File: src/rtl/spi_master_params.svh
`ifndef SPI_MASTER_PARAMS_SVH
`define SPI_MASTER_PARAMS_SVH

// Bytes held by each frame buffer, which is also the longest frame.
`define SPI_BUF_DEPTH 8

// Host register address width.
`define SPI_ADDR_W 3

// SCLK half-period divider width. SCLK toggles every div+1 clock cycles.
`define SPI_DIV_W 12

`endif
File: src/rtl/spi_master_pkg.sv
`default_nettype none

`include "spi_master_params.svh"

package spi_master_pkg;

  localparam int SPI_IDX_W = $clog2(`SPI_BUF_DEPTH);
  // Counts carry one bit more than indices, so a full buffer differs from an empty one.
  localparam int SPI_CNT_W = SPI_IDX_W + 1;

  typedef logic [7:0] spi_byte_t;

  typedef enum logic [`SPI_ADDR_W-1:0] {
    CTRL   = 0,
    DIV    = 1,
    LEN    = 2,
    TXD    = 3,
    RXD    = 4,
    STATUS = 5
  } spi_reg_addr_e;

  typedef struct packed {
    logic [`SPI_DIV_W-1:0] div;
    logic [3:0]            len;
  } spi_cfg_t;

  typedef struct packed {
    logic sclk;
    logic mosi;
    logic ss_n;
  } spi_pins_t;

  typedef struct packed {
    logic busy;
    logic done_pulse;
  } spi_frame_status_t;

endpackage

`default_nettype wire

File: src/rtl/spi_master_top.sv
`default_nettype none
`timescale 1ns/1ns

`include "spi_master_params.svh"

module spi_master_top (
  input  logic                      clk,
  input  logic                      rst,
  input  logic                      wr_en,
  input  logic                      rd_en,
  input  logic [`SPI_ADDR_W-1:0]    addr,
  input  logic [7:0]                wr_data,
  output logic [7:0]                rd_data,
  input  logic                      miso,
  output spi_master_pkg::spi_pins_t pins
);
  import spi_master_pkg::*;

  spi_cfg_t          cfg;
  spi_frame_status_t frame_status;
  logic              start;
  logic [2:0]        tx_index;
  logic [7:0]        tx_byte;
  logic              rx_we;
  logic [2:0]        rx_index;
  logic [7:0]        rx_byte;
  logic              ss_n;
  logic [7:0]        send_data;
  logic              begin_transmission;
  logic [7:0]        received_data;
  logic              end_transmission;
  logic              mosi;
  logic              sclk;

  spi_ctrl_regs spi_ctrl_regs_i (
    .clk          (clk),
    .rst          (rst),
    .wr_en        (wr_en),
    .rd_en        (rd_en),
    .addr         (addr),
    .wr_data      (wr_data),
    .rd_data      (rd_data),
    .cfg          (cfg),
    .start        (start),
    .tx_index     (tx_index),
    .tx_byte      (tx_byte),
    .rx_we        (rx_we),
    .rx_index     (rx_index),
    .rx_byte      (rx_byte),
    .frame_status (frame_status)
  );

  spi_frame_sequencer spi_frame_sequencer_i (
    .clk                (clk),
    .rst                (rst),
    .start              (start),
    .cfg                (cfg),
    .tx_index           (tx_index),
    .tx_byte            (tx_byte),
    .rx_we              (rx_we),
    .rx_index           (rx_index),
    .rx_byte            (rx_byte),
    .frame_status       (frame_status),
    .ss_n               (ss_n),
    .send_data          (send_data),
    .begin_transmission (begin_transmission),
    .received_data      (received_data),
    .end_transmission   (end_transmission)
  );

  spi_byte_engine spi_byte_engine_i (
    .clk                (clk),
    .rst                (rst),
    .div                (cfg.div),
    .send_data          (send_data),
    .begin_transmission (begin_transmission),
    .slave_select       (ss_n),
    .miso               (miso),
    .received_data      (received_data),
    .end_transmission   (end_transmission),
    .mosi               (mosi),
    .sclk               (sclk)
  );

  assign pins = '{sclk: sclk, mosi: mosi, ss_n: ss_n};

endmodule

`default_nettype wire

File: src/rtl/spi_ctrl_regs.sv
`default_nettype none
`timescale 1ns/1ns

`include "spi_master_params.svh"

module spi_ctrl_regs (
  input  logic                              clk,
  input  logic                              rst,
  input  logic                              wr_en,
  input  logic                              rd_en,
  input  logic [`SPI_ADDR_W-1:0]            addr,
  input  logic [7:0]                        wr_data,
  output logic [7:0]                        rd_data,
  output spi_master_pkg::spi_cfg_t          cfg,
  output logic                              start,
  input  logic [2:0]                        tx_index,
  output logic [7:0]                        tx_byte,
  input  logic                              rx_we,
  input  logic [2:0]                        rx_index,
  input  logic [7:0]                        rx_byte,
  input  spi_master_pkg::spi_frame_status_t frame_status
);
  import spi_master_pkg::*;

  spi_byte_t            tx_buf [`SPI_BUF_DEPTH];
  spi_byte_t            rx_buf [`SPI_BUF_DEPTH];
  logic [SPI_CNT_W-1:0] tx_count;
  logic [SPI_CNT_W-1:0] rx_fill;
  logic [SPI_CNT_W-1:0] rx_ptr;
  logic                 done;
  logic                 start_req;
  logic                 tx_accept;
  logic                 rx_avail;
  spi_reg_addr_e        reg_sel;

  assign reg_sel   = spi_reg_addr_e'(addr);
  assign start_req = wr_en && reg_sel == CTRL && wr_data[0];
  assign tx_accept = wr_en && reg_sel == TXD && tx_count < SPI_CNT_W'(`SPI_BUF_DEPTH);
  assign rx_avail  = rx_ptr < rx_fill;
  assign tx_byte   = tx_buf[tx_index];

  // The divider register is loaded zero-extended from the 8-bit host data.
  always_ff @(posedge clk)
  begin
    if (rst)
      cfg <= '0;
    else if (wr_en && reg_sel == DIV)
      cfg.div <= {{(`SPI_DIV_W-8){1'b0}}, wr_data};
    else if (wr_en && reg_sel == LEN)
      cfg.len <= wr_data[3:0];
  end

  always_ff @(posedge clk)
  begin
    if (rst)
    begin
      start <= 1'b0;
      done  <= 1'b0;
    end
    else
    begin
      start <= start_req;
      if (start_req)
        done <= 1'b0;
      else if (frame_status.done_pulse)
        done <= 1'b1;
    end
  end

  always_ff @(posedge clk)
  begin
    if (tx_accept)
      tx_buf[tx_count[SPI_IDX_W-1:0]] <= wr_data;
    if (rx_we)
      rx_buf[rx_index] <= rx_byte;
  end

  // The transmit count empties once the frame has consumed the buffer.
  always_ff @(posedge clk)
  begin
    if (rst)
      tx_count <= '0;
    else if (frame_status.done_pulse)
      tx_count <= '0;
    else if (tx_accept)
      tx_count <= tx_count + 1'b1;
  end

  always_ff @(posedge clk)
  begin
    if (rst)
    begin
      rx_fill <= '0;
      rx_ptr  <= '0;
    end
    else if (start_req)
    begin
      rx_fill <= '0;
      rx_ptr  <= '0;
    end
    else
    begin
      if (rx_we)
        rx_fill <= SPI_CNT_W'(rx_index) + 1'b1;
      if (rd_en && reg_sel == RXD && rx_avail)
        rx_ptr <= rx_ptr + 1'b1;
    end
  end

  // STATUS bit 7 flags a full transmit buffer, as the top bit of the count.
  always_ff @(posedge clk)
  begin
    if (rst)
      rd_data <= 8'h00;
    else if (rd_en)
    begin
      case (reg_sel)
        DIV:     rd_data <= cfg.div[7:0];
        LEN:     rd_data <= {4'b0000, cfg.len};
        RXD:     rd_data <= rx_avail ? rx_buf[rx_ptr[SPI_IDX_W-1:0]] : 8'h00;
        STATUS:  rd_data <= {tx_count, 2'b00, done, frame_status.busy};
        default: rd_data <= 8'h00;
      endcase
    end
  end

endmodule

`default_nettype wire

File: src/rtl/spi_frame_sequencer.sv
`default_nettype none
`timescale 1ns/1ns

`include "spi_master_params.svh"

module spi_frame_sequencer (
  input  logic                               clk,
  input  logic                               rst,
  input  logic                               start,
  input  spi_master_pkg::spi_cfg_t           cfg,
  output logic [2:0]                         tx_index,
  input  logic [7:0]                         tx_byte,
  output logic                               rx_we,
  output logic [2:0]                         rx_index,
  output logic [7:0]                         rx_byte,
  output spi_master_pkg::spi_frame_status_t  frame_status,
  output logic                               ss_n,
  output logic [7:0]                         send_data,
  output logic                               begin_transmission,
  input  logic [7:0]                         received_data,
  input  logic                               end_transmission
);
  import spi_master_pkg::*;

  typedef enum logic [2:0] {
    S_IDLE,
    S_SELECT,
    S_LAUNCH,
    S_WAIT,
    S_DESELECT
  } seq_state_e;

  seq_state_e           state;
  logic [2:0]           byte_cnt;
  logic [SPI_CNT_W-1:0] bytes_done;
  logic                 last_byte;

  // A length of zero sends one byte, and lengths past the buffer stop at its end.
  assign bytes_done = SPI_CNT_W'(byte_cnt) + 1'b1;
  assign last_byte  = bytes_done >= SPI_CNT_W'(cfg.len)
                   || bytes_done == SPI_CNT_W'(`SPI_BUF_DEPTH);

  always_ff @(posedge clk)
  begin
    if (rst)
    begin
      state    <= S_IDLE;
      byte_cnt <= '0;
      ss_n     <= 1'b1;
    end
    else
    begin
      case (state)
        S_IDLE:
          if (start)
          begin
            state    <= S_SELECT;
            byte_cnt <= '0;
            ss_n     <= 1'b0;
          end
        S_SELECT:
          state <= S_LAUNCH;
        S_LAUNCH:
          state <= S_WAIT;
        S_WAIT:
          if (end_transmission)
          begin
            if (last_byte)
            begin
              state <= S_DESELECT;
              ss_n  <= 1'b1;
            end
            else
            begin
              state    <= S_LAUNCH;
              byte_cnt <= byte_cnt + 1'b1;
            end
          end
        default:
          state <= S_IDLE;
      endcase
    end
  end

  assign tx_index           = byte_cnt;
  assign send_data          = tx_byte;
  assign begin_transmission = state == S_LAUNCH;

  // Each received byte lands at the index of the byte that was sent with it.
  assign rx_we    = state == S_WAIT && end_transmission;
  assign rx_index = byte_cnt;
  assign rx_byte  = received_data;

  assign frame_status.busy       = state != S_IDLE;
  assign frame_status.done_pulse = state == S_DESELECT;

endmodule

`default_nettype wire

File: src/rtl/spi_byte_engine.sv
`default_nettype none
`timescale 1ns/1ns

`include "spi_master_params.svh"

module spi_byte_engine (
  input  logic                  clk,
  input  logic                  rst,
  input  logic [`SPI_DIV_W-1:0] div,
  input  logic [7:0]            send_data,
  input  logic                  begin_transmission,
  input  logic                  slave_select,
  input  logic                  miso,
  output logic [7:0]            received_data,
  output logic                  end_transmission,
  output logic                  mosi,
  output logic                  sclk
);

  typedef enum logic [1:0] {
    E_IDLE,
    E_SHIFT,
    E_HOLD
  } engine_state_e;

  engine_state_e         state;
  logic [`SPI_DIV_W-1:0] half_count;
  logic                  sclk_int;
  logic                  sclk_prev;
  logic                  sclk_fall;
  logic                  sclk_rise;
  logic                  last_rise;
  logic                  load;
  logic [2:0]            bit_count;
  logic [7:0]            shift_reg;

  // The pin follows the internal clock by one cycle, so each detected edge
  // coincides with the edge appearing on SCLK.
  assign sclk      = sclk_prev;
  assign sclk_fall = sclk_prev && !sclk_int;
  assign sclk_rise = !sclk_prev && sclk_int;
  assign last_rise = state == E_SHIFT && sclk_rise && bit_count == 3'd7;

  // A rising slave select in hold wins over a new byte.
  assign load = begin_transmission
             && (state == E_IDLE || (state == E_HOLD && !slave_select));

  // The counter is held clear outside the shift state, and the eighth rise
  // stops it so SCLK parks high.
  always_ff @(posedge clk)
  begin
    if (rst)
    begin
      sclk_int   <= 1'b1;
      sclk_prev  <= 1'b1;
      half_count <= '0;
    end
    else
    begin
      sclk_prev <= sclk_int;
      if (state != E_SHIFT || last_rise)
        half_count <= '0;
      else if (half_count >= div)
      begin
        sclk_int   <= !sclk_int;
        half_count <= '0;
      end
      else
        half_count <= half_count + 1'b1;
    end
  end

  always_ff @(posedge clk)
  begin
    if (rst)
    begin
      state            <= E_IDLE;
      mosi             <= 1'b1;
      end_transmission <= 1'b0;
      bit_count        <= '0;
    end
    else
    begin
      end_transmission <= 1'b0;
      case (state)
        E_SHIFT:
          if (sclk_fall)
            mosi <= shift_reg[7];
          else if (sclk_rise)
          begin
            bit_count <= bit_count + 1'b1;
            if (last_rise)
            begin
              state            <= E_HOLD;
              end_transmission <= 1'b1;
            end
          end
        E_HOLD:
          if (slave_select)
          begin
            state <= E_IDLE;
            mosi  <= 1'b1;
          end
          else if (load)
          begin
            state     <= E_SHIFT;
            bit_count <= '0;
          end
        default:
          if (load)
          begin
            state     <= E_SHIFT;
            bit_count <= '0;
          end
      endcase
    end
  end

  // MISO enters at the bottom on each rising edge, most significant bit first.
  always_ff @(posedge clk)
  begin
    if (load)
      shift_reg <= send_data;
    else if (state == E_SHIFT && sclk_rise)
      shift_reg <= {shift_reg[6:0], miso};
    if (last_rise)
      received_data <= {shift_reg[6:0], miso};
  end

endmodule

`default_nettype wire

File: config.mk
export PLATFORM = sky130hd
export DESIGN_NAME = spi_master_top
export DESIGN_NICKNAME = d
export VERILOG_FILES = /design/src/rtl/spi_master_pkg.sv /design/src/rtl/spi_master_top.sv /design/src/rtl/spi_ctrl_regs.sv /design/src/rtl/spi_frame_sequencer.sv /design/src/rtl/spi_byte_engine.sv
export VERILOG_INCLUDE_DIRS = /design/src /design/src/rtl
export SDC_FILE = /design/constraint.sdc
export NUM_CORES = 1
export LEC_CHECK = 0
export BUFFER_PORTS_ARGS = -buffer_cell sky130_fd_sc_hd__buf_2
export CORE_MARGIN = 2
export CORE_UTILIZATION = 45
export DETAILED_ROUTE_END_ITERATION = 6
export PLACE_DENSITY = 0.58
export SYNTH_ARGS = -nofsm -noshare
export SYNTH_HDL_FRONTEND = slang
export SYNTH_SLANG_ARGS = --single-unit
File: constraint.sdc
create_clock -name clk -period 5.2 [get_ports clk]
set_input_delay 1.56 -clock clk [delete_from_list [all_inputs] [get_ports clk]]
set_output_delay 1.56 -clock clk [all_outputs]
set_load 0.05 [all_outputs]
==> metrics.txt, run 1 <==
status finished, final reports clean; hold_sp spi_byte_engine_i.shift_reg[5]$_DFFE_PP_; top_reg_cell synth edfxtp_1; DR WL/cell 19.0 µm; first-pass GRT wire length 27,500 µm; Final GP Congestion between 0.8 and 0.9; r2r endpoint spi_ctrl_regs_i.rx_buf[1][3]$_DFFE_PP_; Seq/Total Area, Yosys around 65%; R2R Setup Slk ~2600 ps; power per cell area 351 mW/mm²; FILL cells around 1,700; Seq. cell area 0.00569 mm²; Static Leak 3.25 nW; # H-tree levels 1; metal2 WL 8590 µm; fin. max-slew vios 0; DP Wirelength around 12,000 µm; fin area 0.00982 mm²; number of port buffers 26; clk sinks approximately 210; CP Data Required Time 5310 ps; Max Clk Rate ~290 MHz; r2r startpoint spi_frame_sequencer_i.state[1]$_SDFFE_PP0P_; clock skew ~7.7 ps; Chip Height around 140 µm; Synth Register Bits 212; Final Setup Violations 0; Pre-antenna DRT Iters 5; Max IR drop VDD 236 µV; vias per inst 5.40; fin nets 694; Final ANT Viol Nets 0; grt ovf 0; Slew @ Worst Pin about 1200 ps; Final Cycle Share 67.1%; EDFF count, synth approximately 140; Clk Latency, worst-skew pair roughly 500 ps; Yosys cell types 56; FFs w/ async S/R, synth 0%; uppermost routed layer met4; mapped cell area between 0.008 and 0.009 mm²; Total Wirelength around 18,000 µm; CTS Hold Bufs 0; initial antenna violation count 0; Critical Path Start addr[2]; Post-CTS Repair Setup Buffers 0; critical path endpoint category flip-flop; WHS 456 ps; Worst Path Arrival about 3600 ps; Tot Pwr approximately 3.4 mW; non-filler cells, final around 940; Root Driver clkbuf_16; largest net degree at the start of global routing about 40; post-layout minimum cycle time roughly 3500 ps; hold depth 0; die area ~0.021 mm²; hold endpoint spi_byte_engine_i.received_data[6]$_DFFE_PP_; Top Ports 27; Initial Util a little under half; FF-to-FF path depth 6; core area 0.0193 mm²; 1st-iter DRT viols between 300 and 400; Syn-to-layout area delta 12.2%; Avg Cell Area, Syn 13.8 µm²; ant diodes 0; Post-CTS Resized 0; WL met3 ~870 µm; post-synthesis cell count between 600 and 700; Synth warnings 0; TritonCTS clock tree built; startpoint types input pin; worst-path fanout max 12; CP Class in -> reg; RSZ-0062 raised after global routing false; Max clock buf depth 3; Num CTS Buffers 23; placed cell area approximately 0.009 mm²; vias in the first global route between 4,000 and 5,000; drc violations 0; footprint of the multi-input gates 0.00285 mm²; WL met1 around 8000 µm; worst rel slew slack roughly 16%; clock slew at reported path FFs ~60 ps; TNS Setup 0 ps; endpoints failing hold 0; max-cap violation count 0; layout cells sized above 1 roughly 16%; Rows 51; gr usage total 17.6%; Via Count about 5,000; Worst Hold Class reg -> reg; Inst Count DP between 800 and 900; die span in x 143 µm
cell usage in the layout (no fill, tap or decap), drive strengths merged, types with 4 or more instances in the layout:
cell type	n
edfxtp	144
nor2	73
dfxtp	68
nand2	37
mux4	32
a21oi	31
buf	31
clkbuf	29
mux2i	24
ha	22
inv	21
o21ai	20
nand2b	12
a211oi	12
nor3	11
nand3	8
a21o	7
xnor2	7
clkinv	7
nor2b	6
mux2	5
xor2	5
a22oi	5
and3	4
metrics by stage:
| stage | setup slack (ps) | util, % |
|---|---|---|
| after CTS | 1740 | 51.0 |
| after global routing | 1600 | 51.0 |
| final | 1710 | 51.0 |
| after detailed placement | 1230 | 47.3 |
| after floorplan | 1920 | - |
| after global placement | 1370 | 47.3 |
area by class of cell:
type,count,area share (%)
clock buffer,29,6.09
clock inverter,11,1.11
inverter,21,0.802
multi-input combinational,367,29.0
sequential,212,57.9
tap,265,3.38
timing repair buffer,31,1.71
cells in the mapped netlist (all sizes together), types with 12 or more instances:
cell / instances / share of area (%)
edfxtp: 144 / 49
nor2: 73 / 3.1
dfxtp: 68 / 16
nand2: 37 / 1.6
mux4: 32 / 8.2
a21oi: 31 / 1.8
mux2i: 24 / 2.7
ha: 22 / 3.1
clkbuf: 20 / 0.87
inv: 20 / 0.86
o21ai: 20 / 1.1
buf: 14 / 0.87
a211oi: 12 / 1.1
nand2b: 12 / 0.86
routing by layer:
metal | vias to the layer above | GRT usage [%]
li1 | 2399 | -
met1 | 2509 | 24.0
met2 | 121 | 29.6
met3 | 23 | 3.47
met4 | 0 | 3.46
met5 | - | 0
critical path, cell delays in order:
cell and delay, ps:
buf_2 190, nor2b_1 240, nand3_1 180, or3_1 450
nor3_1 980
worst max path at each step:
stage	endpoint	slack, ps	cells after the start
6_report	spi_ctrl_regs_i.tx_buf[0][4]$_DFFE_PP_	1710	5
5_1_grt	spi_ctrl_regs_i.tx_buf[0][7]$_DFFE_PP_	1600	5
4_1_cts	spi_ctrl_regs_i.tx_buf[0][0]$_DFFE_PP_	1740	5
3_5_place_dp	spi_ctrl_regs_i.tx_buf[0][1]$_DFFE_PP_	1230	5
3_3_place_gp	spi_ctrl_regs_i.tx_buf[0][1]$_DFFE_PP_	1370	5
2_1_floorplan	spi_ctrl_regs_i.tx_buf[0][0]$_DFFE_PP_	1920	4
kinds of logic after synthesis:
group                      after synthesis  share of synthesized area, %
DFF                                    212                          65.0
AOI/OAI and AO/OA                       96                          7.23
muxes                                   61                          11.6
other                                    1                        0.0428
and+or+nand+nor                        173                          9.15
buffers and inverters                   55                          2.64
xor gates and xnor gates                12                          1.20
adders and majority gates               22                          3.15
report_power, final:
part | switching (mW) | internal, mW
sequential | 0.0109 | 1.81
clock | 0.621 | 0.911
combinational | 0.0676 | 0.0318
total | 0.699 | 2.75
Power figures use the tool's default switching activity.
==> inputs of run 2 (changes only) <==
--- a/config.mk
+++ b/config.mk
@@ -6,6 +6,7 @@
 export SDC_FILE = /design/constraint.sdc
 export NUM_CORES = 1
 export LEC_CHECK = 0
+export ABC_AREA = 1
 export BUFFER_PORTS_ARGS = -buffer_cell sky130_fd_sc_hd__buf_2
 export CORE_MARGIN = 2
 export CORE_UTILIZATION = 45
==> constraint.sdc (replaced) <==
create_clock -name clk -period 3.6 [get_ports clk]
set_input_delay 1.08 -clock clk [delete_from_list [all_inputs] [get_ports clk]]
set_output_delay 1.08 -clock clk [all_outputs]
set_load 0.05 [all_outputs]
==> run 2 against run 1 <==
Against the previous run: die area grew 2.1%; clock-buffer cell count grew 1; register-to-register slack got worse by 1300 ps; synthesized area increased by 2.2%; clock power grew 56%; global-route usage up 1.0 points; design area rose by 2.6%; final cell count rose by 27%; worst hold slack better by 1.3 ps; worst setup slack got worse by 430 ps; core utilization is 0.80 points higher; critical path type is now reg -> reg.
==> metrics.txt, run 2 <==
commonest non-fill, non-tap cell in the layout nand2_1; status finished, final reports clean; EDFF count, synth 144 (unchanged); setup ws final 1280 ps (-429 ps); CP Data Required Time 3720 ps (-1590 ps); clock slew at reported path FFs 60 ps (about the same); DP Wirelength 13,000 µm (+4.4%); # H-tree levels 1 (unchanged); most frequent cells in the layout nand2_1 (191), edfxtp_1 (144), nor2_1 (89), nand3_1 (75), inv_1 (69); max-cap violation count 0 (unchanged); CTS Hold Bufs 0 (unchanged); non-filler cells, final 1,185 (+27%); die span in x 145 µm (+1.1%); Net Sw Power 1.14 mW (+63%); 1st-iter DRT viols 476 (+40%); Yosys cell types 35 (-38%); Final Setup Violations 0 (unchanged); Final Cycle Share between 60% and 70%; first-pass GRT wire length 31,000 µm (+13%); Rows 51 (unchanged); Critical Path Start spi_frame_sequencer_i.state[0]$_SDFFE_PP0P_; Slew @ Worst Pin 989 ps (-257 ps); number of port buffers 26 (unchanged); GR Util met3 3.52% (+0.057 points); ant diodes 0 (unchanged); Max IR drop VDD 520 µV (+120%); share of power burned in registers 50.0% (-2.7 points); Inst Count DP 1,143 (+28%); Post-CTS Resized 0 (unchanged); Via Count 5,979 (+18%); top_reg_cell synth edfxtp_1; die area 0.0210 mm² (+2.1%); initial antenna violation count 0 (unchanged); drc violations 0 (unchanged); Synth Register Bits 212 (unchanged); worst-path fanout max 8 (-4); Top Ports 27 (unchanged); r2r startpoint spi_frame_sequencer_i.state[0]$_SDFFE_PP0P_; Synth area leaders edfxtp_1 (48%), dfxtp_1 (15%), nand2_1 (8.0%), nand3_1 (4.2%), nor2_1 (3.7%); gr usage total 18.6% (+1.0 points); Chip Height 145 µm (+1.1%); vias per inst 5.05 (-6.5%); sw frac 21.4% (+1.2 points); Initial Util 46.0% (+0.54 points); FFs w/ async S/R, synth 0% (unchanged); Place WS 830 ps (-398 ps); placed cell area 0.00930 mm² (+2.0%); Final ANT Viol Nets 0 (unchanged); fin. max-slew vios 0 (unchanged); Worst Hold Class reg -> reg; Tot Pwr 5.31 mW (+54%); RSZ-0062 raised after global routing false; CP Class reg -> reg; post-synthesis cell count 872 (+38%); post-layout minimum cycle time 2320 ps; met1 global-route usage 26.1% (+2.1 points); TritonCTS clock tree built; Worst Path Arrival 2440 ps (-1160 ps); Max clock buf depth 3 (unchanged); endpoints failing hold 0 (unchanged); DR WL/cell 16.3 µm (-14%); startpoint types flip-flop; most frequent cells after synthesis nand2_1 (191), edfxtp_1 (144), nor2_1 (89); fin nets 941 (+36%); Total Wirelength 19,400 µm (+8.7%); hold_sp spi_byte_engine_i.sclk_int$_SDFFE_PP1P_; Post-CTS Repair Setup Buffers 0 (unchanged); power per cell area 527 mW/mm² (+50%); Static Leak 3.70 nW (+14%); Yosys top cell area share 48.3% (-1.1 points); layout cells sized above 1 9.89% (-6.4 points); Top Usage Layer GRT met2; GR Util met2 30.2% (+0.59 points); clock skew 14.4 ps (+6.66 ps); core area 0.0195 mm² (+0.99%); TNS Setup 0 ps (unchanged); most common cell in the netlist nand2_1; Syn-to-layout area delta 12.6%; Avg Cell Area, Syn 10.3 µm² (-26%); fin area 0.0101 mm² (+2.6%); worst rel slew slack 34.0% (+18 points); grt ovf 0 (unchanged); Max Clk Rate 431 MHz; Pre-antenna DRT Iters 7 (+2); Synth warnings 0 (unchanged); mapped cell area 0.00894 mm² (+2.2%); R2R Setup Slk 1280 ps (-1310 ps); Final GP Congestion 0.874 (+2.7%); Clk Latency, worst-skew pair 510 ps (about the same); vias in the first global route 5,760 (+16%); critical path endpoint category flip-flop; Seq/Total Area, Yosys 63.6% (-1.4 points); Comb pwr share 5.0% (+2.1 points); Clk network pwr share 45.1% (+0.7 points); dominant cell type by area after synthesis edfxtp_1; clk sinks 212 (unchanged); Num CTS Buffers 23 (unchanged); Root Driver clkbuf_16; Int Pwr 4.17 mW (+52%); largest net degree at the start of global routing 34 (-17%)
-- run 2: cell types whose count changed after synthesis, moves of 7 or more --
cell / previous run / this run
nand3_1: 8 / 75
mux4_2: 32 / 0
o21ai_0: 20 / 48
nand2_1: 37 / 191
clkbuf_1: 19 / 11
nand2b_1: 12 / 0
mux2i_1: 24 / 8
o22ai_1: 1 / 11
inv_1: 20 / 69
nor2_1: 73 / 89
o211ai_1: 1 / 18
a211oi_1: 11 / 4
a21oi_1: 31 / 53
-- run 2: power groups by stage --
stage                     clock, mW  sequential [mW]  combinational [mW]
after CTS                      2.45             2.65               0.267
after global routing           2.55             2.66               0.300
after floorplan                   0             2.70               0.189
final                          2.39             2.65               0.265
after detailed placement          0             2.71               0.265
after global placement            0             2.71               0.266
-- run 2: layout make-up --
| type | count | area (µm²) |
|---|---|---|
| clock buffer | 30 | 637 |
| inverter | 73 | 274 |
| fill | 1749 | 9390 |
| multi-input combinational | 557 | 2800 |
| tap | 265 | 332 |
| clock inverter | 12 | 140 |
| sequential | 212 | 5690 |
| timing repair buffer | 36 | 205 |
-- run 2: layer usage --
metal,share of wire [%],vias to the layer above
met4,1.9,0
met5,0,-
met1,46,2769
met3,6.0,31
li1,-,3044
met2,46,135
-- run 2: critical path, cell delays in order, from the launching register on --
cell,delay (ps)
dfxtp_1,390
nand2_1,120
nor2_4,170
inv_2,100
nor2_2,130
inv_2,90
nor2_1,130
inv_1,90
nor2_1,700
-- run 2: stage by stage --
stage                     hold WS, ps  util [%]
after floorplan                   427         -
after global placement            436      47.8
after detailed placement          442      47.8
after CTS                         458      51.8
after global routing              479      51.8
final                             457      51.8
-- run 2: kinds of logic (layout without fill, tap and decap cells) --
family / count (synthesis) / after routing / synth area share [%]
muxes: 8 / 8 / 0.895
xor gates and xnor gates: 8 / 8 / 0.783
other: 1 / 3 / 0.0419
DFF: 212 / 212 / 63.6
AOI/OAI and AO/OA: 137 / 137 / 8.62
and+or+nand+nor: 379 / 379 / 17.8
adders and majority gates: 22 / 22 / 3.08
buffers and inverters: 105 / 151 / 5.19
-- run 2: final timing paths --
kind / endpoint / depth (start not counted)
setup reg to reg: spi_ctrl_regs_i.rx_buf[5][6]$_DFFE_PP_ / 8
hold / removal: spi_byte_engine_i.sclk_int$_SDFFE_PP1P_ / 2
setup / recovery: spi_ctrl_regs_i.rx_buf[5][6]$_DFFE_PP_ / 8
hold reg to reg: spi_byte_engine_i.sclk_int$_SDFFE_PP1P_ / 2
